==> src/ex_pkg.sv <==
package ex_pkg;

  typedef logic [31:0] word_t;
  typedef logic [4:0]  reg_addr_t;

  // --------------------------------------------------
  // major opcodes
  // --------------------------------------------------
  localparam logic [6:0] OPC_OP_IMM = 7'b0010011;
  localparam logic [6:0] OPC_OP     = 7'b0110011; // R-type and M-type
  localparam logic [6:0] OPC_BRANCH = 7'b1100011;
  localparam logic [6:0] OPC_JAL    = 7'b1101111;
  localparam logic [6:0] OPC_JALR   = 7'b1100111;
  localparam logic [6:0] OPC_LUI    = 7'b0110111;
  localparam logic [6:0] OPC_AUIPC  = 7'b0010111;

  // --------------------------------------------------
  // funct3 codes
  // --------------------------------------------------
  localparam logic [2:0] F3_ADD_SUB = 3'b000;
  localparam logic [2:0] F3_SLL     = 3'b001;
  localparam logic [2:0] F3_SLT     = 3'b010;
  localparam logic [2:0] F3_SLTU    = 3'b011;
  localparam logic [2:0] F3_XOR     = 3'b100;
  localparam logic [2:0] F3_SR      = 3'b101; // SRL and SRA
  localparam logic [2:0] F3_OR      = 3'b110;
  localparam logic [2:0] F3_AND     = 3'b111;

  localparam logic [2:0] F3_MUL     = 3'b000;
  localparam logic [2:0] F3_MULH    = 3'b001;
  localparam logic [2:0] F3_MULHSU  = 3'b010;
  localparam logic [2:0] F3_MULHU   = 3'b011;

  localparam logic [2:0] F3_BEQ     = 3'b000;
  localparam logic [2:0] F3_BNE     = 3'b001;
  localparam logic [2:0] F3_BLT     = 3'b100;
  localparam logic [2:0] F3_BGE     = 3'b101;
  localparam logic [2:0] F3_BLTU    = 3'b110;
  localparam logic [2:0] F3_BGEU    = 3'b111;

  // --------------------------------------------------
  // funct7 codes
  // --------------------------------------------------
  localparam logic [6:0] F7_BASE    = 7'b0000000;
  localparam logic [6:0] F7_ALT     = 7'b0100000; // SUB, SRA, SRAI
  localparam logic [6:0] F7_MULDIV  = 7'b0000001;

  // upper bits read either as funct7/rs2 or as a 12-bit immediate
  typedef union packed {
    struct packed {
      logic [6:0] funct7;
      reg_addr_t  rs2;    // also shamt of the immediate shifts
      reg_addr_t  rs1;
      logic [2:0] funct3;
      reg_addr_t  rd;
      logic [6:0] opcode;
    } r_fmt;
    struct packed {
      logic [11:0] imm12;
      reg_addr_t   rs1;
      logic [2:0]  funct3;
      reg_addr_t   rd;
      logic [6:0]  opcode;
    } i_fmt;
  } inst_u;

endpackage

==> src/ex_operand_if.sv <==
`timescale 1ns/1ps

interface ex_operand_if;
  import ex_pkg::*;

  word_t op1;      // first operand
  word_t op2;      // second operand, immediate for OP-IMM
  word_t op1_jump; // jump base
  word_t op2_jump; // jump offset
  inst_u inst;
  logic  reg_we;   // decoder write request
  logic  valid;

  modport src (
    output op1, op2, op1_jump, op2_jump, inst, reg_we, valid
  );

  modport int_sink (
    input op1, op2, inst, reg_we
  );

  modport br_sink (
    input op1, op2, op1_jump, op2_jump, inst
  );

endinterface

==> src/ex_mul.sv <==
`timescale 1ns/1ps

module ex_mul (
  input  ex_pkg::word_t a_i,
  input  ex_pkg::word_t b_i,
  input  logic [2:0]    funct3_i,
  output ex_pkg::word_t product_o
);
  import ex_pkg::*;

  logic        a_signed;  // a_i read as two's complement
  logic        b_signed;
  logic        negate;
  word_t       a_mag;
  word_t       b_mag;
  logic [63:0] prod_mag;
  logic [63:0] prod;

  always_comb
  begin
    case (funct3_i)
      F3_MULH:
      begin
        a_signed = 1'b1;
        b_signed = 1'b1;
      end
      F3_MULHSU:
      begin
        a_signed = 1'b1; // rs1 signed, rs2 unsigned
        b_signed = 1'b0;
      end
      default:
      begin
        a_signed = 1'b0; // MUL low word is sign agnostic
        b_signed = 1'b0;
      end
    endcase
  end

  assign a_mag  = (a_signed && a_i[31]) ? (~a_i + 32'd1) : a_i;
  assign b_mag  = (b_signed && b_i[31]) ? (~b_i + 32'd1) : b_i;
  assign negate = (a_signed & a_i[31]) ^ (b_signed & b_i[31]);

  assign prod_mag  = {32'd0, a_mag} * {32'd0, b_mag};
  assign prod      = negate ? (~prod_mag + 64'd1) : prod_mag; // restore sign
  assign product_o = (funct3_i == F3_MUL) ? prod[31:0] : prod[63:32];

  // divide codes are filtered out by the integer unit before they get here
  always_comb
  begin
    assert final (funct3_i[2] !== 1'b1)
      else $error("ex_mul: divide funct3 %b routed to the multiplier", funct3_i);
  end

endmodule

==> src/ex_int_unit.sv <==
`timescale 1ns/1ps

module ex_int_unit (
  ex_operand_if.int_sink ops,
  output logic           int_hit_o,
  output logic           int_we_o,
  output ex_pkg::word_t  int_data_o
);
  import ex_pkg::*;

  logic [6:0] opcode;
  logic [2:0] funct3;
  logic [6:0] funct7;
  logic [4:0] sh_amt;
  logic       alt;       // funct7 selects SUB or SRA
  logic       mul_code;
  logic       mul_sel;
  logic [2:0] mul_f3;
  word_t      sum;
  word_t      diff;
  word_t      sra_res;
  word_t      base_res;
  word_t      mul_res;

  assign opcode = ops.inst.r_fmt.opcode;
  assign funct3 = ops.inst.r_fmt.funct3;
  assign funct7 = ops.inst.r_fmt.funct7;
  assign alt    = (funct7 == F7_ALT);

  // immediate shifts take shamt from the rs2 slot
  assign sh_amt  = (opcode == OPC_OP_IMM) ? ops.inst.r_fmt.rs2 : ops.op2[4:0];
  assign sum     = ops.op1 + ops.op2;
  assign diff    = ops.op1 - ops.op2;
  assign sra_res = word_t'($signed(ops.op1) >>> sh_amt);

  // --------------------------------------------------
  // multiplier, only fed a live code for real M ops
  // --------------------------------------------------
  assign mul_code = funct3 inside {F3_MUL, F3_MULH, F3_MULHSU, F3_MULHU};
  assign mul_sel  = (opcode == OPC_OP) && (funct7 == F7_MULDIV) && mul_code;
  assign mul_f3   = mul_sel ? funct3 : F3_MUL;

  ex_mul u_mul (
    .a_i       (ops.op1),
    .b_i       (ops.op2),
    .funct3_i  (mul_f3),
    .product_o (mul_res)
  );

  // op2 already carries the immediate for OP-IMM
  always_comb
  begin
    case (funct3)
      F3_ADD_SUB: base_res = (alt && opcode == OPC_OP) ? diff : sum; // ADDI never subtracts
      F3_SLL:     base_res = ops.op1 << sh_amt;
      F3_SLT:     base_res = {31'd0, $signed(ops.op1) < $signed(ops.op2)};
      F3_SLTU:    base_res = {31'd0, ops.op1 < ops.op2};
      F3_XOR:     base_res = ops.op1 ^ ops.op2;
      F3_SR:      base_res = alt ? sra_res : (ops.op1 >> sh_amt);
      F3_OR:      base_res = ops.op1 | ops.op2;
      default:    base_res = ops.op1 & ops.op2; // F3_AND
    endcase
  end

  // --------------------------------------------------
  // legality decode
  // --------------------------------------------------
  always_comb
  begin
    int_hit_o  = 1'b0;
    int_data_o = base_res;
    case (opcode)
      OPC_OP_IMM:
      begin
        if (funct3 == F3_SLL)
          int_hit_o = (ops.inst.i_fmt.imm12[11:5] == F7_BASE);
        else if (funct3 == F3_SR)
          int_hit_o = (funct7 == F7_BASE) || alt;
        else
          int_hit_o = 1'b1;
      end
      OPC_OP:
      begin
        if (funct7 == F7_MULDIV)
        begin
          int_hit_o  = mul_code;
          int_data_o = mul_res;
        end
        else if (funct7 == F7_BASE)
          int_hit_o = 1'b1;
        else if (alt)
          int_hit_o = (funct3 == F3_ADD_SUB) || (funct3 == F3_SR);
      end
      OPC_LUI:
      begin
        int_hit_o  = 1'b1;
        int_data_o = ops.op1; // upper immediate prepared by decode
      end
      OPC_AUIPC:
      begin
        int_hit_o  = 1'b1;
        int_data_o = sum;     // pc + upper immediate
      end
      default:
      begin
        int_hit_o = 1'b0;
      end
    endcase
  end

  assign int_we_o = int_hit_o & ops.reg_we;

endmodule

==> src/ex_branch_unit.sv <==
`timescale 1ns/1ps

module ex_branch_unit (
  ex_operand_if.br_sink ops,
  output logic          br_hit_o,
  output logic          link_we_o,
  output ex_pkg::word_t link_data_o,
  output logic          jump_flag_o,
  output ex_pkg::word_t jump_addr_o
);
  import ex_pkg::*;

  word_t target;
  logic  eq;
  logic  lt;  // signed
  logic  ltu;

  assign target = word_t'($signed(ops.op1_jump) + $signed(ops.op2_jump));
  assign eq     = (ops.op1 == ops.op2);
  assign lt     = ($signed(ops.op1) < $signed(ops.op2));
  assign ltu    = (ops.op1 < ops.op2);

  always_comb
  begin
    br_hit_o    = 1'b0;
    link_we_o   = 1'b0;
    link_data_o = '0;
    jump_flag_o = 1'b0;
    jump_addr_o = '0;
    case (ops.inst.r_fmt.opcode)
      OPC_BRANCH:
      begin
        br_hit_o    = 1'b1;
        jump_addr_o = target; // target given even when not taken
        case (ops.inst.r_fmt.funct3)
          F3_BEQ:  jump_flag_o = eq;
          F3_BNE:  jump_flag_o = ~eq;
          F3_BLT:  jump_flag_o = lt;
          F3_BGE:  jump_flag_o = ~lt;
          F3_BLTU: jump_flag_o = ltu;
          F3_BGEU: jump_flag_o = ~ltu;
          default:
          begin
            br_hit_o    = 1'b0; // 010 and 011 are reserved
            jump_addr_o = '0;
          end
        endcase
      end
      OPC_JAL, OPC_JALR:
      begin
        br_hit_o    = 1'b1;
        link_we_o   = 1'b1;
        link_data_o = ops.op1 + ops.op2; // return address
        jump_flag_o = 1'b1;
        jump_addr_o = target;
      end
      default:
      begin
        br_hit_o = 1'b0;
      end
    endcase
  end

endmodule

==> src/ex_commit.sv <==
`timescale 1ns/1ps

module ex_commit (
  input  logic              clk,
  input  logic              rst_i,
  input  logic              valid_i,
  input  ex_pkg::reg_addr_t rd_i,
  input  logic              int_hit_i,
  input  logic              int_we_i,
  input  ex_pkg::word_t     int_data_i,
  input  logic              br_hit_i,
  input  logic              link_we_i,
  input  ex_pkg::word_t     link_data_i,
  input  logic              jump_flag_i,
  input  ex_pkg::word_t     jump_addr_i,
  output logic              rd_we_o,
  output ex_pkg::reg_addr_t rd_waddr_o,
  output ex_pkg::word_t     rd_data_o,
  output logic              jump_flag_o,
  output ex_pkg::word_t     jump_addr_o
);
  import ex_pkg::*;

  logic      take_int;
  logic      take_br;
  logic      rd_we_d;
  reg_addr_t rd_waddr_d;
  word_t     rd_data_d;
  logic      jump_flag_d;
  word_t     jump_addr_d;

  assign take_int = valid_i & int_hit_i;
  assign take_br  = valid_i & br_hit_i;

  // --------------------------------------------------
  // source select, nothing claimed gives all zero
  // --------------------------------------------------
  always_comb
  begin
    rd_we_d     = 1'b0;
    rd_waddr_d  = '0;
    rd_data_d   = '0;
    jump_flag_d = 1'b0;
    jump_addr_d = '0;
    if (take_int)
    begin
      rd_we_d    = int_we_i;
      rd_waddr_d = rd_i;
      rd_data_d  = int_data_i;
    end
    else if (take_br)
    begin
      rd_we_d     = link_we_i;
      rd_waddr_d  = rd_i;
      rd_data_d   = link_data_i;
      jump_flag_d = jump_flag_i;
      jump_addr_d = jump_addr_i;
    end
  end

  always_ff @(posedge clk)
  begin
    if (rst_i)
    begin
      rd_we_o     <= 1'b0;
      rd_waddr_o  <= '0;
      rd_data_o   <= '0;
      jump_flag_o <= 1'b0;
      jump_addr_o <= '0;
    end
    else
    begin
      rd_we_o     <= rd_we_d;
      rd_waddr_o  <= rd_waddr_d;
      rd_data_o   <= rd_data_d;
      jump_flag_o <= jump_flag_d;
      jump_addr_o <= jump_addr_d;
    end
  end

  // the two unit decoders must stay disjoint
  a_one_hit: assert property (@(posedge clk) disable iff (rst_i)
    valid_i |-> !(int_hit_i && br_hit_i));

endmodule

==> src/ex_top.sv <==
`timescale 1ns/1ps

module ex_top (
  input  logic              clk,
  input  logic              rst_i,
  input  logic              valid_i,
  input  ex_pkg::word_t     inst_i,
  input  ex_pkg::word_t     op1_i,
  input  ex_pkg::word_t     op2_i,
  input  ex_pkg::word_t     op1_jump_i,
  input  ex_pkg::word_t     op2_jump_i,
  input  logic              reg_we_i,
  output logic              rd_we_o,
  output ex_pkg::reg_addr_t rd_waddr_o,
  output ex_pkg::word_t     rd_data_o,
  output logic              jump_flag_o,
  output ex_pkg::word_t     jump_addr_o
);
  import ex_pkg::*;

  logic  int_hit;
  logic  int_we;
  word_t int_data;
  logic  br_hit;
  logic  link_we;
  word_t link_data;
  logic  jump_flag;
  word_t jump_addr;

  // --------------------------------------------------
  // operand bundle shared by both units
  // --------------------------------------------------
  ex_operand_if ops ();

  assign ops.op1      = op1_i;
  assign ops.op2      = op2_i;
  assign ops.op1_jump = op1_jump_i;
  assign ops.op2_jump = op2_jump_i;
  assign ops.inst     = inst_i;
  assign ops.reg_we   = reg_we_i;
  assign ops.valid    = valid_i;

  ex_int_unit u_int (
    .ops        (ops.int_sink),
    .int_hit_o  (int_hit),
    .int_we_o   (int_we),
    .int_data_o (int_data)
  );

  ex_branch_unit u_br (
    .ops         (ops.br_sink),
    .br_hit_o    (br_hit),
    .link_we_o   (link_we),
    .link_data_o (link_data),
    .jump_flag_o (jump_flag),
    .jump_addr_o (jump_addr)
  );

  ex_commit u_commit (
    .clk         (clk),
    .rst_i       (rst_i),
    .valid_i     (ops.valid),
    .rd_i        (ops.inst.r_fmt.rd), // destination always from the rd field
    .int_hit_i   (int_hit),
    .int_we_i    (int_we),
    .int_data_i  (int_data),
    .br_hit_i    (br_hit),
    .link_we_i   (link_we),
    .link_data_i (link_data),
    .jump_flag_i (jump_flag),
    .jump_addr_i (jump_addr),
    .rd_we_o     (rd_we_o),
    .rd_waddr_o  (rd_waddr_o),
    .rd_data_o   (rd_data_o),
    .jump_flag_o (jump_flag_o),
    .jump_addr_o (jump_addr_o)
  );

endmodule

==> config.mk <==
export PLATFORM = sky130hd
export DESIGN_NAME = ex_top
export DESIGN_NICKNAME = d
export VERILOG_FILES = /design/src/ex_pkg.sv /design/src/ex_operand_if.sv /design/src/ex_mul.sv /design/src/ex_int_unit.sv /design/src/ex_branch_unit.sv /design/src/ex_commit.sv /design/src/ex_top.sv
export SDC_FILE = /design/constraint.sdc
export NUM_CORES = 2
export LEC_CHECK = 0
export BUFFER_PORTS_ARGS = -buffer_cell sky130_fd_sc_hd__buf_2
export CAP_MARGIN = 10
export CORE_MARGIN = 2
export CORE_UTILIZATION = 35
export DETAILED_ROUTE_END_ITERATION = 12
export GPL_TIMING_DRIVEN = 0
export PLACE_DENSITY_LB_ADDON = 0.12
export SKIP_LAST_GASP = 1
export SLEW_MARGIN = 20
export SYNTH_ARGS = -nofsm -noshare
export SYNTH_HDL_FRONTEND = slang
export SYNTH_SLANG_ARGS = --single-unit
==> constraint.sdc <==
create_clock -name clk -period 36.2 [get_ports clk]
set_clock_uncertainty 0.15 [all_clocks]
set_input_delay 7.24 -clock clk [delete_from_list [all_inputs] [get_ports clk]]
set_output_delay 7.24 -clock clk [all_outputs]
set_load 0.05 [all_outputs]
==> results.yml <==
outcome:
  status: "completed"
sta:
  setup_tns_ns: 0
  rsz0062_at_grt: "false"
  fin_crit_sh: 0.6276
  finalHoldViolations: 0
  max_clock_freq_mhz: 44.02
  tightestPinTransition_ns: 1.347
  maxSlewViolCount: 0
  setup_viol: 0
  post-route-min-period_ns: 22.72
  slew_headroom: 0.1019
synth:
  synth_cells: 6269
  synthesis.nets: 7725
  synth_top_area_share: 0.3665
  syn_avg_cell_area_um2: 7.834
  synth_edf_count: 0
  synthesis.area_mm2: 0.04911
  ys_seq_elements: 71
  async_flop_share: 0
  synth-main-ff-cell: "dfxtp_1"
  yosysUniqueCellTypes: 110
  synth_top_cell_by_area: "fa_1"
  ys_seq_area_frac: 0.02894
  yosys_warnings: 0
  netlist_top_cells_area: "fa_1 (37%), ha_1 (10%), inv_1 (7.6%), nor2_1 (6.8%), nand2_1 (5.7%)"
clock_tree:
  cts.repair.resized: 0
  hold_buffers: 0
  cts-root-buf: "clkbuf_16"
  post-cts-setup-buffers: 0
  cts_buffer_depth: 2
  cts_made_buffers: 9
  clock-sinks: 71
  path_clk_slew_ns: 0.06
  cts_tree: "built"
  htree_levels: 3
setup_path:
  worst_setup_path_end_kind: "flip-flop"
  slowest_stage: "clkbuf_1"
  critPathBufInv: 8
  start_kind: "primary input"
  cp.required_ns: 36.24
  critPathMaxStageDelay_ns: 0.97
  crit_start: "inst_i[6]"
  crit_end: "u_commit.rd_data_o[31]$_SDFF_PP0_"
  cp_max_fo: 10
  worst_ep_arrival_time_ns: 22.76
  cp.depth: 39
  cp_common_cell: "fa_1"
  crit_family: "adder cells"
  worstSetupPathType: "in -> reg"
routing:
  drtPass1Iterations: 9
  drt_wl_total_um: 304200
  vias: 50240
  drc: 0
  viasPerCell: 5.940
  drt_iter0_markers: 6447
  wl_per_cell_um: 35.97
  drtAntennaViolNets: 0
global_route:
  grt_max_degree: 16
  grt-ovfl-total: 0
  grt_pass1_wl_um: 412400
  grt_pass1_vias: 50410
  antenna_found_initial: 27
  grt_use_total: 0.4211
layout:
  layout.cells.most_common: "inv_1"
  final_cell_mix: "inv_1 (999), fa_1 (899), nor2_1 (887)"
  drive_above_1_share: 0.08158
  fin_util: 0.3895
  syn_to_final_growth_pct: 10.52
  final_nets: 8021
floorplanning:
  fp.coreArea_mm2: 0.1394
  start_util: 0.3524
  io_pins: 235
  rows: 137
  die_x_um: 378.6
  die_h_um: 378.6
  dieArea_mm2: 0.1433
flow_run:
  cap_viol_max_count: 0
placement:
  port_buffers: 227
  gp_congestion: 1.079
  dpl.hpwl_um: 261100
hold_path:
  hp-class: "in -> reg"
  min_path_cells: 2
## how the worst min path moves through the flow
stage,startpoint,end,slack [ns]
floorplan,inst_i[7],u_commit.rd_waddr_o[0]$_SDFF_PP0_,7.21
global placement,inst_i[11],u_commit.rd_waddr_o[4]$_SDFF_PP0_,7.29
detailed placement,inst_i[10],u_commit.rd_waddr_o[3]$_SDFF_PP0_,7.29
CTS,inst_i[9],u_commit.rd_waddr_o[2]$_SDFF_PP0_,6.93
global route,inst_i[9],u_commit.rd_waddr_o[2]$_SDFF_PP0_,6.94
finish,inst_i[11],u_commit.rd_waddr_o[4]$_SDFF_PP0_,6.94
## cell usage after synthesis (30+ instances only)
| master | number |
|---|---|
| ha_1 | 393 |
| dfxtp_1 | 71 |
| nor4_1 | 32 |
| o31ai_1 | 30 |
| o21ai_0 | 206 |
| nand4_1 | 47 |
| nor2_1 | 888 |
| a211oi_1 | 47 |
| fa_1 | 899 |
| xor2_1 | 49 |
| nand2_1 | 742 |
| a21o_1 | 60 |
| mux2i_1 | 105 |
| a31oi_1 | 30 |
| a21oi_1 | 346 |
| nand3_1 | 69 |
| inv_1 | 999 |
| o21a_1 | 31 |
| nand2b_1 | 30 |
| xnor2_1 | 205 |
| o211ai_1 | 51 |
| nor3_1 | 103 |
| clkbuf_1 | 309 |
## per-layer routing
metal  GRT usage  vias to the layer above  wire [um]
met5           0                        -        135
met1      0.5261                    25550     118800
met3      0.1133                      846      30980
met2      0.6338                     3093     128500
met4      0.2855                       22      25850
li1            -                    20730          -
## sequential cells by signal, indices dropped and copies added, names as in the netlist
signal,cells
u_commit.rd_we_o,1
u_commit.jump_addr_o,32
u_commit.jump_flag_o,1
u_commit.rd_waddr_o,5
u_commit.rd_data_o,32
## cell families (layout without fill, tap and decap cells)
family	after synthesis	in the layout	synth area share
xor+xnor	255	255	0.04563
simple gates	2071	2071	0.1797
flops	71	71	0.02894
other cells	0	13	0
buf+inv	1370	1671	0.1081
fa+ha+maj	1292	1292	0.4666
compound gates	1087	1087	0.1437
mux	123	123	0.02736
## stage by stage
step	instances	setup slack (ns)	hold slack [ns]	instance area, um^2
after CTS	8445	14.00	6.932	54220
after global routing	8449	13.51	6.938	54250
after detailed placement	8429	13.78	7.294	53910
after global placement	8372	12.61	7.289	52600
final	8459	13.48	6.944	54280
after floorplan	6269	18.37	7.212	49110
## layout make-up
cell class                      instances  area, um^2
Antenna cell                           13       32.53
Buffer                                365        1570
Clock buffer                            9       225.2
Clock inverter                          7       87.58
Fill cell                           14970       85080
Inverter                             1005        3772
Multi-Input combinational cell       4828       42970
Sequential cell                        71        1421
Tap cell                             1876        2347
Timing Repair Buffer                  285        1848
Power is left out: the tool's default activity adds up to more than one toggle a clock period on the data nets, which glitch-free logic cannot reach.
